<file path="src/mips_pkg.sv">
package mips_pkg;

    typedef logic [31:0] word_t;
    typedef logic [4:0]  reg_idx_t;
    typedef logic [5:0]  opcode_t;
    typedef logic [5:0]  funct_t;
    typedef logic [4:0]  shamt_t;

    typedef enum logic [3:0] {
        ALU_ADD, ALU_SUB, ALU_AND, ALU_OR, ALU_XOR, ALU_NOR, ALU_SLT,
        ALU_SLL, ALU_SRL, ALU_SRA, ALU_MUL, ALU_DIV, ALU_LUI, ALU_PASS_A
    } alu_op_t;

    typedef enum logic [1:0] {
        CACHE_IDLE, CACHE_REFILL, CACHE_DONE
    } cache_state_t;

    // Opcodes
    localparam opcode_t OP_RTYPE = 6'b000000;
    localparam opcode_t OP_BGEZ  = 6'b000001;
    localparam opcode_t OP_J     = 6'b000010;
    localparam opcode_t OP_JAL   = 6'b000011;
    localparam opcode_t OP_BEQ   = 6'b000100;
    localparam opcode_t OP_BNE   = 6'b000101;
    localparam opcode_t OP_BLEZ  = 6'b000110;
    localparam opcode_t OP_BGTZ  = 6'b000111;
    localparam opcode_t OP_ADDI  = 6'b001000;
    localparam opcode_t OP_ADDIU = 6'b001001;
    localparam opcode_t OP_SLTI  = 6'b001010;
    localparam opcode_t OP_ANDI  = 6'b001100;
    localparam opcode_t OP_ORI   = 6'b001101;
    localparam opcode_t OP_XORI  = 6'b001110;
    localparam opcode_t OP_LUI   = 6'b001111;
    localparam opcode_t OP_LW    = 6'b100011;
    localparam opcode_t OP_SW    = 6'b101011;

    // R-type function codes
    localparam funct_t FN_SLL     = 6'b000000;
    localparam funct_t FN_SRL     = 6'b000010;
    localparam funct_t FN_SRA     = 6'b000011;
    localparam funct_t FN_SLLV    = 6'b000100;
    localparam funct_t FN_SRLV    = 6'b000110;
    localparam funct_t FN_JR      = 6'b001000;
    localparam funct_t FN_SYSCALL = 6'b001100;
    localparam funct_t FN_MULT    = 6'b011000;
    localparam funct_t FN_DIV     = 6'b011010;
    localparam funct_t FN_ADD     = 6'b100000;
    localparam funct_t FN_ADDU    = 6'b100001;
    localparam funct_t FN_SUB     = 6'b100010;
    localparam funct_t FN_SUBU    = 6'b100011;
    localparam funct_t FN_AND     = 6'b100100;
    localparam funct_t FN_OR      = 6'b100101;
    localparam funct_t FN_XOR     = 6'b100110;
    localparam funct_t FN_NOR     = 6'b100111;
    localparam funct_t FN_SLT     = 6'b101010;

    localparam int NUM_REGS      = 32;
    localparam int CACHE_LINES   = 16;
    localparam int MEM_WORDS     = 256;
    localparam int REFILL_CYCLES = 2;
    localparam int REFILL_CNT_W  = $clog2(REFILL_CYCLES + 1);
    localparam int CACHE_IDX_W   = $clog2(CACHE_LINES);
    localparam int CACHE_TAG_W   = 30 - CACHE_IDX_W;
    localparam int MEM_IDX_W     = $clog2(MEM_WORDS);

    typedef logic [CACHE_IDX_W-1:0] cache_idx_t;
    typedef logic [CACHE_TAG_W-1:0] cache_tag_t;
    typedef logic [MEM_IDX_W-1:0]   mem_idx_t;

    localparam reg_idx_t LINK_REG = 5'd31;

endpackage
</file>
<file path="src/ctrl_if.sv">
`timescale 1ns/100ps

interface ctrl_if;
    logic alu_src;
    logic reg_dest;
    logic pc_or_mem;
    logic mem_or_reg;
    logic branch;
    logic jump;
    logic jump_register;
    logic link;
    logic reg_write_enable;
    logic does_shift_amount_need;
    logic is_unsigned;
    logic mem_read;
    logic mem_write_en;
    logic pc_we;
    mips_pkg::alu_op_t alu_operation;
    // Status back from the datapath
    logic zero;
    logic negative;
    logic hit;

    modport ctrl (
        output alu_src, reg_dest, pc_or_mem, mem_or_reg, branch, jump, jump_register, link,
               reg_write_enable, does_shift_amount_need, is_unsigned, mem_read, mem_write_en,
               pc_we, alu_operation,
        input  zero, negative, hit
    );

    modport dp (
        input  alu_src, reg_dest, pc_or_mem, mem_or_reg, branch, jump, jump_register, link,
               reg_write_enable, does_shift_amount_need, is_unsigned, mem_read, mem_write_en,
               pc_we, alu_operation,
        output zero, negative, hit
    );
endinterface

</file>
<file path="src/control_unit.sv">
`timescale 1ns/100ps

module control_unit (
    input  logic              clk,
    input  logic              arst_n,
    input  mips_pkg::opcode_t opcode,
    input  mips_pkg::funct_t  func,
    output logic              halted,
    ctrl_if.ctrl              cif
);
    logic is_syscall;
    logic is_mem_inst;
    logic should_branch;
    logic reg_write;
    logic mem_read;
    logic mem_write;

    alu_control u_alu_control (
        .opcode        (opcode),
        .func          (func),
        .alu_operation (cif.alu_operation)
    );

    always_comb begin
        cif.alu_src                = 1'b0;
        cif.reg_dest               = 1'b0;
        cif.pc_or_mem              = 1'b0;
        cif.mem_or_reg             = 1'b0;
        cif.jump                   = 1'b0;
        cif.jump_register          = 1'b0;
        cif.link                   = 1'b0;
        cif.does_shift_amount_need = 1'b0;
        cif.is_unsigned            = 1'b0;
        is_syscall                 = 1'b0;
        should_branch              = 1'b0;
        reg_write                  = 1'b0;
        mem_read                   = 1'b0;
        mem_write                  = 1'b0;
        case (opcode)
            mips_pkg::OP_RTYPE: begin
                case (func)
                    mips_pkg::FN_SYSCALL: is_syscall = 1'b1;
                    mips_pkg::FN_JR:      cif.jump_register = 1'b1;
                    mips_pkg::FN_SLL, mips_pkg::FN_SRL, mips_pkg::FN_SRA: begin
                        cif.reg_dest               = 1'b1;
                        cif.does_shift_amount_need = 1'b1;
                        reg_write                  = 1'b1;
                    end
                    mips_pkg::FN_ADD, mips_pkg::FN_ADDU, mips_pkg::FN_SUB, mips_pkg::FN_SUBU,
                    mips_pkg::FN_AND, mips_pkg::FN_OR, mips_pkg::FN_XOR, mips_pkg::FN_NOR,
                    mips_pkg::FN_SLT, mips_pkg::FN_SLLV, mips_pkg::FN_SRLV,
                    mips_pkg::FN_MULT, mips_pkg::FN_DIV: begin
                        cif.reg_dest = 1'b1;
                        reg_write    = 1'b1;
                    end
                    default: begin
                    end
                endcase
            end
            mips_pkg::OP_ADDI, mips_pkg::OP_SLTI, mips_pkg::OP_LUI: begin
                cif.alu_src = 1'b1;
                reg_write   = 1'b1;
            end
            // Zero-extended immediates
            mips_pkg::OP_ADDIU, mips_pkg::OP_ANDI, mips_pkg::OP_ORI, mips_pkg::OP_XORI: begin
                cif.alu_src     = 1'b1;
                cif.is_unsigned = 1'b1;
                reg_write       = 1'b1;
            end
            mips_pkg::OP_BEQ, mips_pkg::OP_BNE, mips_pkg::OP_BLEZ,
            mips_pkg::OP_BGTZ, mips_pkg::OP_BGEZ: should_branch = 1'b1;
            mips_pkg::OP_J: cif.jump = 1'b1;
            mips_pkg::OP_JAL: begin
                cif.jump      = 1'b1;
                cif.link      = 1'b1;
                cif.pc_or_mem = 1'b1;
                reg_write     = 1'b1;
            end
            mips_pkg::OP_LW: begin
                cif.alu_src    = 1'b1;
                cif.mem_or_reg = 1'b1;
                reg_write      = 1'b1;
                mem_read       = 1'b1;
            end
            mips_pkg::OP_SW: begin
                cif.alu_src = 1'b1;
                mem_write   = 1'b1;
            end
            default: begin
            end
        endcase
    end

    // Branch taken from ALU flags
    always_comb begin
        cif.branch = 1'b0;
        if (should_branch) begin
            case (opcode)
                mips_pkg::OP_BEQ:  cif.branch = cif.zero;
                mips_pkg::OP_BNE:  cif.branch = ~cif.zero;
                mips_pkg::OP_BLEZ: cif.branch = cif.zero | cif.negative;
                mips_pkg::OP_BGTZ: cif.branch = ~cif.zero & ~cif.negative;
                mips_pkg::OP_BGEZ: cif.branch = ~cif.negative;
                default:           cif.branch = 1'b0;
            endcase
        end
    end

    assign is_mem_inst          = (opcode == mips_pkg::OP_LW) || (opcode == mips_pkg::OP_SW);
    assign cif.pc_we            = ~(halted | is_syscall) & (~is_mem_inst | cif.hit);
    assign cif.reg_write_enable = reg_write & ~halted;
    assign cif.mem_read         = mem_read & ~halted;
    assign cif.mem_write_en     = mem_write & ~halted;

    // Sticky halt
    always_ff @(posedge clk or negedge arst_n) begin
        if (!arst_n) begin
            halted <= 1'b0;
        end else if (is_syscall) begin
            halted <= 1'b1;
        end
    end

    a_branch_jump_excl: assert property (@(posedge clk) disable iff (!arst_n)
        !(cif.branch && cif.jump));
    a_halt_holds_pc: assert property (@(posedge clk) disable iff (!arst_n)
        halted |-> !cif.pc_we);

endmodule

</file>
<file path="src/alu_control.sv">
`timescale 1ns/100ps

module alu_control (
    input  mips_pkg::opcode_t opcode,
    input  mips_pkg::funct_t  func,
    output mips_pkg::alu_op_t alu_operation
);

    always_comb begin
        alu_operation = mips_pkg::ALU_ADD;
        if (opcode == mips_pkg::OP_RTYPE) begin
            case (func)
                mips_pkg::FN_SUB, mips_pkg::FN_SUBU:  alu_operation = mips_pkg::ALU_SUB;
                mips_pkg::FN_AND:                     alu_operation = mips_pkg::ALU_AND;
                mips_pkg::FN_OR:                      alu_operation = mips_pkg::ALU_OR;
                mips_pkg::FN_XOR:                     alu_operation = mips_pkg::ALU_XOR;
                mips_pkg::FN_NOR:                     alu_operation = mips_pkg::ALU_NOR;
                mips_pkg::FN_SLT:                     alu_operation = mips_pkg::ALU_SLT;
                mips_pkg::FN_SLL, mips_pkg::FN_SLLV:  alu_operation = mips_pkg::ALU_SLL;
                mips_pkg::FN_SRL, mips_pkg::FN_SRLV:  alu_operation = mips_pkg::ALU_SRL;
                mips_pkg::FN_SRA:                     alu_operation = mips_pkg::ALU_SRA;
                mips_pkg::FN_MULT:                    alu_operation = mips_pkg::ALU_MUL;
                mips_pkg::FN_DIV:                     alu_operation = mips_pkg::ALU_DIV;
                mips_pkg::FN_JR:                      alu_operation = mips_pkg::ALU_PASS_A;
                default:                              alu_operation = mips_pkg::ALU_ADD;
            endcase
        end else begin
            case (opcode)
                mips_pkg::OP_SLTI:                    alu_operation = mips_pkg::ALU_SLT;
                mips_pkg::OP_ANDI:                    alu_operation = mips_pkg::ALU_AND;
                mips_pkg::OP_ORI:                     alu_operation = mips_pkg::ALU_OR;
                mips_pkg::OP_XORI:                    alu_operation = mips_pkg::ALU_XOR;
                mips_pkg::OP_LUI:                     alu_operation = mips_pkg::ALU_LUI;
                mips_pkg::OP_BEQ, mips_pkg::OP_BNE:   alu_operation = mips_pkg::ALU_SUB;
                // Flags then reflect rs alone
                mips_pkg::OP_BLEZ, mips_pkg::OP_BGTZ,
                mips_pkg::OP_BGEZ:                    alu_operation = mips_pkg::ALU_PASS_A;
                default:                              alu_operation = mips_pkg::ALU_ADD;
            endcase
        end
    end

endmodule

</file>
<file path="src/flat_wrapper.sv">
// flat-port wrapper written by rule: the top's interface ports become plain ports
module control_unit_flat 
  (clk, arst_n, opcode, func, halted, cif_alu_src, cif_reg_dest, cif_pc_or_mem, cif_mem_or_reg, cif_branch, cif_jump, cif_jump_register, cif_link, cif_reg_write_enable, cif_does_shift_amount_need, cif_is_unsigned, cif_mem_read, cif_mem_write_en, cif_pc_we, cif_alu_operation, cif_zero, cif_negative, cif_hit);
  ctrl_if cif_i ();
  input  logic clk;
  input  logic arst_n;
  input  mips_pkg::opcode_t opcode;
  input  mips_pkg::funct_t func;
  output logic halted;
  output wire logic [$bits(cif_i.alu_src)-1:0] cif_alu_src;
  output wire logic [$bits(cif_i.reg_dest)-1:0] cif_reg_dest;
  output wire logic [$bits(cif_i.pc_or_mem)-1:0] cif_pc_or_mem;
  output wire logic [$bits(cif_i.mem_or_reg)-1:0] cif_mem_or_reg;
  output wire logic [$bits(cif_i.branch)-1:0] cif_branch;
  output wire logic [$bits(cif_i.jump)-1:0] cif_jump;
  output wire logic [$bits(cif_i.jump_register)-1:0] cif_jump_register;
  output wire logic [$bits(cif_i.link)-1:0] cif_link;
  output wire logic [$bits(cif_i.reg_write_enable)-1:0] cif_reg_write_enable;
  output wire logic [$bits(cif_i.does_shift_amount_need)-1:0] cif_does_shift_amount_need;
  output wire logic [$bits(cif_i.is_unsigned)-1:0] cif_is_unsigned;
  output wire logic [$bits(cif_i.mem_read)-1:0] cif_mem_read;
  output wire logic [$bits(cif_i.mem_write_en)-1:0] cif_mem_write_en;
  output wire logic [$bits(cif_i.pc_we)-1:0] cif_pc_we;
  output wire logic [$bits(cif_i.alu_operation)-1:0] cif_alu_operation;
  input wire logic [$bits(cif_i.zero)-1:0] cif_zero;
  input wire logic [$bits(cif_i.negative)-1:0] cif_negative;
  input wire logic [$bits(cif_i.hit)-1:0] cif_hit;
  assign cif_alu_src = cif_i.alu_src;
  assign cif_reg_dest = cif_i.reg_dest;
  assign cif_pc_or_mem = cif_i.pc_or_mem;
  assign cif_mem_or_reg = cif_i.mem_or_reg;
  assign cif_branch = cif_i.branch;
  assign cif_jump = cif_i.jump;
  assign cif_jump_register = cif_i.jump_register;
  assign cif_link = cif_i.link;
  assign cif_reg_write_enable = cif_i.reg_write_enable;
  assign cif_does_shift_amount_need = cif_i.does_shift_amount_need;
  assign cif_is_unsigned = cif_i.is_unsigned;
  assign cif_mem_read = cif_i.mem_read;
  assign cif_mem_write_en = cif_i.mem_write_en;
  assign cif_pc_we = cif_i.pc_we;
  assign cif_alu_operation = cif_i.alu_operation;
  assign cif_i.zero = cif_zero;
  assign cif_i.negative = cif_negative;
  assign cif_i.hit = cif_hit;
  control_unit u_core (.clk(clk), .arst_n(arst_n), .opcode(opcode), .func(func), .halted(halted), .cif(cif_i));
endmodule
</file>
<file path="config.mk">
export PLATFORM = sky130hd
export DESIGN_NAME = control_unit_flat
export DESIGN_NICKNAME = d
export VERILOG_FILES = /design/src/mips_pkg.sv /design/src/ctrl_if.sv /design/src/control_unit.sv /design/src/alu_control.sv /design/src/flat_wrapper.sv
export SDC_FILE = /design/constraint.sdc
export NUM_CORES = 1
export LEC_CHECK = 0
export BUFFER_PORTS_ARGS = -buffer_cell sky130_fd_sc_hd__buf_2
export CAP_MARGIN = 0
export CORE_MARGIN = 2
export CORE_UTILIZATION = 42
export CTS_BUF_LIST = sky130_fd_sc_hd__clkbuf_8
export DETAILED_ROUTE_END_ITERATION = 7
export GPL_TIMING_DRIVEN = 0
export PLACE_DENSITY_LB_ADDON = 0.05
export SYNTH_ARGS = -nofsm -noshare
export SYNTH_HDL_FRONTEND = slang
export SYNTH_SLANG_ARGS = --single-unit
</file>
<file path="constraint.sdc">
create_clock -name clk -period 1.2 [get_ports clk]
set_input_delay 0 -clock clk [delete_from_list [all_inputs] [get_ports clk]]
set_output_delay 0 -clock clk [all_outputs]
set_load 0.02 [all_outputs]
</file>
# Word level (Yosys, flattened, before mapping)
# Memories as Yosys holds them, arrays and structs flattened.
# Cells that the tools add are included.
[word_totals]
regBits = 1
latch_bits = 0
ramBits = 0
rom_bits = 320
inputBits = 17
output_inout_bits = 19
n_memories = 2
[classes]
add_sub_neg = 0
n_mul = 0
div_mod_pow = 0
magnitude_cmp = 0
eq_ne = 33
shifts = 0
n_mux = 20
n_bitwise = 13
n_reduce_logical = 11
[mem_list]
columns = ["name", "words", "word_bits", "read_ports", "rd_clocked_by_memory_dff", "wr", "line_no", "text"]
rows = [
  ["(name not given)", 64, 4, 1, 0, 0, "alu_control.sv:12", "case (func)"],
  ["(name not given)", 16, 4, 1, 0, 0, "alu_control.sv:28", "case (opcode)"],
]
[op_table]
columns = ["op", "n"]
rows = [
  ["== test 6 bit (second input constant)", 11],
  ["== test 6 x 4 -> 1 bit (second input constant)", 9],
  ["== test 6 x 3 -> 1 bit (second input constant)", 6],
  ["== test 6 x 2 -> 1 bit (second input constant)", 4],
  ["OR reduction 9 bit", 2],
  ["two-way mux 1 bit", 16],
  ["OR reduction 16 bit", 1],
  ["== test 6 x 5 -> 1 bit (second input constant)", 2],
  ["zero test 6 bit", 2],
  ["two-way mux 4 bit", 2],
  ["== test 6 x 1 -> 1 bit (second input constant)", 1],
  ["bitwise AND 1 bit", 5],
  ["inverter 1 bit", 5],
  ["case mux 1 bit (5 select lines)", 1],
  ["OR reduction 5 bit", 1],
  ["OR reduction 4 bit", 1],
  ["bitwise OR 1 bit", 3],
  ["OR reduction 3 bit", 1],
  ["zero test 2 bit", 1],
  ["case mux 1 bit (2 select lines)", 1],
  ["OR reduction 2 bit", 1],
  ["logical OR 1 bit", 1],
]

# Depth between registers and ports, before layout
[logic_depth]
ltp_word = 6
depth_mapped = 6
mapped_depth_nobuf = 6

# Modules after synthesis
# A second synthesis with hierarchy kept.
[unflattened]
hier_cells = 95
area_unflattened_um2 = 701.9
[by_module_without_submodules]
columns = ["module", "instances", "cells_per_inst", "area_per_inst_um2", "seq_area_each_um2"]
rows = [
  ["alu_control", 1, 53, 384.1, 0.0],
  ["control_unit", 1, 42, 317.8, 25.0],
]

# Worst setup path after synthesis
# No wires, ideal clock.
[synth_timing]
path_kind = "input-to-output"
start = "input port opcode[1]"
end = "output port cif_jump_register"
t_arrival_ns = 1.414
required_time_ns = 1.200
slack_ns = -0.214
cell_stages = 3
cell_sequence = "or3_4 -> or4_4 -> nor3_1"
[synth_via]
elab_chain_len = 2
[synth_lines]
columns = ["element", "line_no", "text"]
rows = [
  ["start, declared", "flat_wrapper.sv:7", "input mips_pkg::opcode_t opcode;"],
  ["zero test 6 bit", "control_unit.sv:39", "case (opcode)"],
  ["two-way mux 1 bit", "control_unit.sv:39", ""],
  ["end, declared", "flat_wrapper.sv:16", "output wire logic [$bits(cif_i.jump_register)-1:0] cif_jump_register;"],
]
# Every way passes these cells.

# Worst setup path in the final report
[layout_timing]
start = "input port opcode[2]"
end = "output port cif_does_shift_amount_need"
[layout_via]
elab_chain_len = 2
[layout_lines]
columns = ["element", "line_no", "text"]
rows = [
  ["zero test 6 bit", "control_unit.sv:39", ""],
  ["two-way mux 1 bit", "control_unit.sv:39", ""],
  ["end, declared", "flat_wrapper.sv:19", "output wire logic [$bits(cif_i.does_shift_amount_need)-1:0] cif_does_shift_amount_need;"],
]
# Every way passes these cells.

==> results.yml <==
floorplanning:
  die_w_um: 44.1
  initial_core_util: 0.449
  pin_count: 36
  die-area_um2: 1950
  die_h_um: 44.1
  rows: 14
  fp.coreArea_um2: 1510
worst_setup_path:
  cp-start-kind: "input port"
  critPathMaxFanout: 4
  critPathRequiredTime_ns: 1.20
  setup.worst_path.class: "in2out"
  cp.arrival_ns: 1.42
  cp-end-kind: "output port"
place:
  finalWeightedCongestion: 0.792
  portBuffers: 35
  dp_hpwl_um: 1510
  place_area_um2: 882
synth:
  ys_seq_elements: 1
  synth_top_cell_by_area: "a21oi_1"
  synth_ff_type: "dfrtp_1"
  ys_seq_area_frac: 0.0370
  syn-instance-count: 104
  syn_avg_cell_area_um2: 6.50
  synth_top_cells_by_area: "a21oi_1, ha_1, nand2b_1"
  syn-num-nets: 125
  yosysWarnings: 0
  synth_top_area_frac: 0.0741
  ys_types: 38
  synth-async-reset-ratio: 1.00
  netlist_area_um2: 676
  synth_edf_count: 0
sta:
  setup_viol_count_final: 5
  fin_ws_ns: -0.216
  maxSlewHeadroom: 0.735
  fin_crit_sh: 1.18
  min_period_ns: 1.42
  finalClockSkew_ns: 0
  final_hold_viol_count: 0
  fin_setup_tns_ns: -0.893
  worstMarginPinSlew_ns: 0.398
  slew_violations: 0
  rsz0062_at_grt: "yes"
  fmaxAchievable_ghz: 0.706
route:
  firstDrtPassIters: 4
  drc: 0
  wirelength_um: 1980
  wl_per_cell_um: 12.5
  drtIter0Drc: 17
  avgViaCountPerCell: 5.66
  final_antenna_net_count: 0
  vias: 894
job:
  maxCapViolations: 0
final_layout:
  regMostFlops: "u_core.halted"
  final-seq-area_um2: 25.0
  area_growth_pct: 51.7
  final_cell_area_um2: 1020
  reg_top3: "u_core.halted x1"
  nNetsFinal: 165
  final_cell_mix: "buf_2, nor2_1, buf_4, a21oi_1, nand2b_1"
  multi_input_area_um2: 668
  drive_gt1_frac: 0.451
  mostFrequentLayoutCell: "buf_2"
  antennaDiodeCount: 0
  largest_reg_flops: 1
  n_fill_cell: 150
power_and_ir_drop:
  power_density_nw_per_um2: 312
  ir_drop_mv: 0.244
  leakage_nw: 0.469
  total_power_mw: 0.320
grt:
  grt_max_degree: 11
  grt_pass1_wl_um: 3120
  grt_usage: 0.199
  grt-ovfl-total: 0
  grt_pass1_vias: 720
  grt_antenna_before_repair: 0
worst_hold_path:
  holdCritPathClass: "in2out"
outcome:
  status: "complete, but fails checks"
  violations: "setup timing"
cts:
  clk_latency_ns: 0
cell families (layout without fill, tap and decap cells):
family,count (synthesis),count (layout),share of synthesized area
AO/OA/AOI/OAI,30,30,0.326
XOR/XNOR,1,1,0.0130
adder cells (fa/ha/maj),5,5,0.0889
buffers and inverters,14,52,0.0833
flip-flops,1,1,0.0370
multiplexers,2,2,0.0296
AND/OR/NAND/NOR,51,51,0.422
report_power, final:
group | total (mW) | switching [mW] | internal [mW]
clock network | 0 | 0 | 0
registers | 0.0358 | 0.000924 | 0.0348
logic | 0.284 | 0.158 | 0.126
total | 0.320 | 0.159 | 0.161
timing repair:
item	in CTS	in global routing
gates resized for setup	29	11
pin swaps	7	6
hold buffers	1	0
cloned	0	0
buffers inserted	3	0
endpoints found under the setup margin	10	10
endpoints found under the hold margin	1	0
through the flow:
stage	instances	worst slack [ns]	hold WS [ns]	utilization
after global routing	158	-0.267	0.308	0.680
after floorplan	104	-0.127	-0.296	-
after detailed placement	155	-0.378	-0.224	0.586
after global placement	155	-0.373	-0.226	0.586
final	158	-0.216	0.290	0.680
after CTS	158	-0.274	0.291	0.659
area by class of cell:
cell class / instances / share of cell area
multi-input combinational: 89 / 0.652
timing repair buffer: 39 / 0.242
buffer: 7 / 0.0379
sequential: 1 / 0.0244
inverter: 6 / 0.0244
tap: 16 / 0.0195
final timing paths:
check	from	to	slack (ns)	cells after the start
max	opcode[2]	cif_does_shift_amount_need	-0.22	5
min	opcode[4]	cif_alu_src	0.29	3
max reg2reg	u_core.halted	u_core.halted	0.43	1
min reg2reg	u_core.halted	u_core.halted	0.59	1
max in group asynchronous	arst_n	u_core.halted	0.80	2
min in group asynchronous	arst_n	u_core.halted	0.32	2
Yosys cell counts, types with 2 or more instances:
cell type	count
a211oi_1	2
a21oi_1	10
and2_1	2
clkbuf_1	7
ha_1	4
inv_1	6
mux2i_1	2
nand2_1	5
nand2b_1	8
nand3_1	2
nand3b_1	2
nor2_1	13
nor3_1	7
nor3b_1	2
o21ai_0	5
o221ai_1	2
o22ai_1	2
or2_2	3
worst max-delay path, stage by stage:
cell and delay (ns):
buf_8 0.09, or3_4 0.38, or4_4 0.55, a2111oi_4 0.21, buf_4 0.19
layer usage:
layer  vias up  routed length (µm)  GRT usage
met5         -                   0          0
met1       409                 897      0.262
met4         0                   0          0
met3         0                 105    0.00816
met2        27                 977      0.379
li1        458                   -          -
Power figures use the tool's default switching activity.
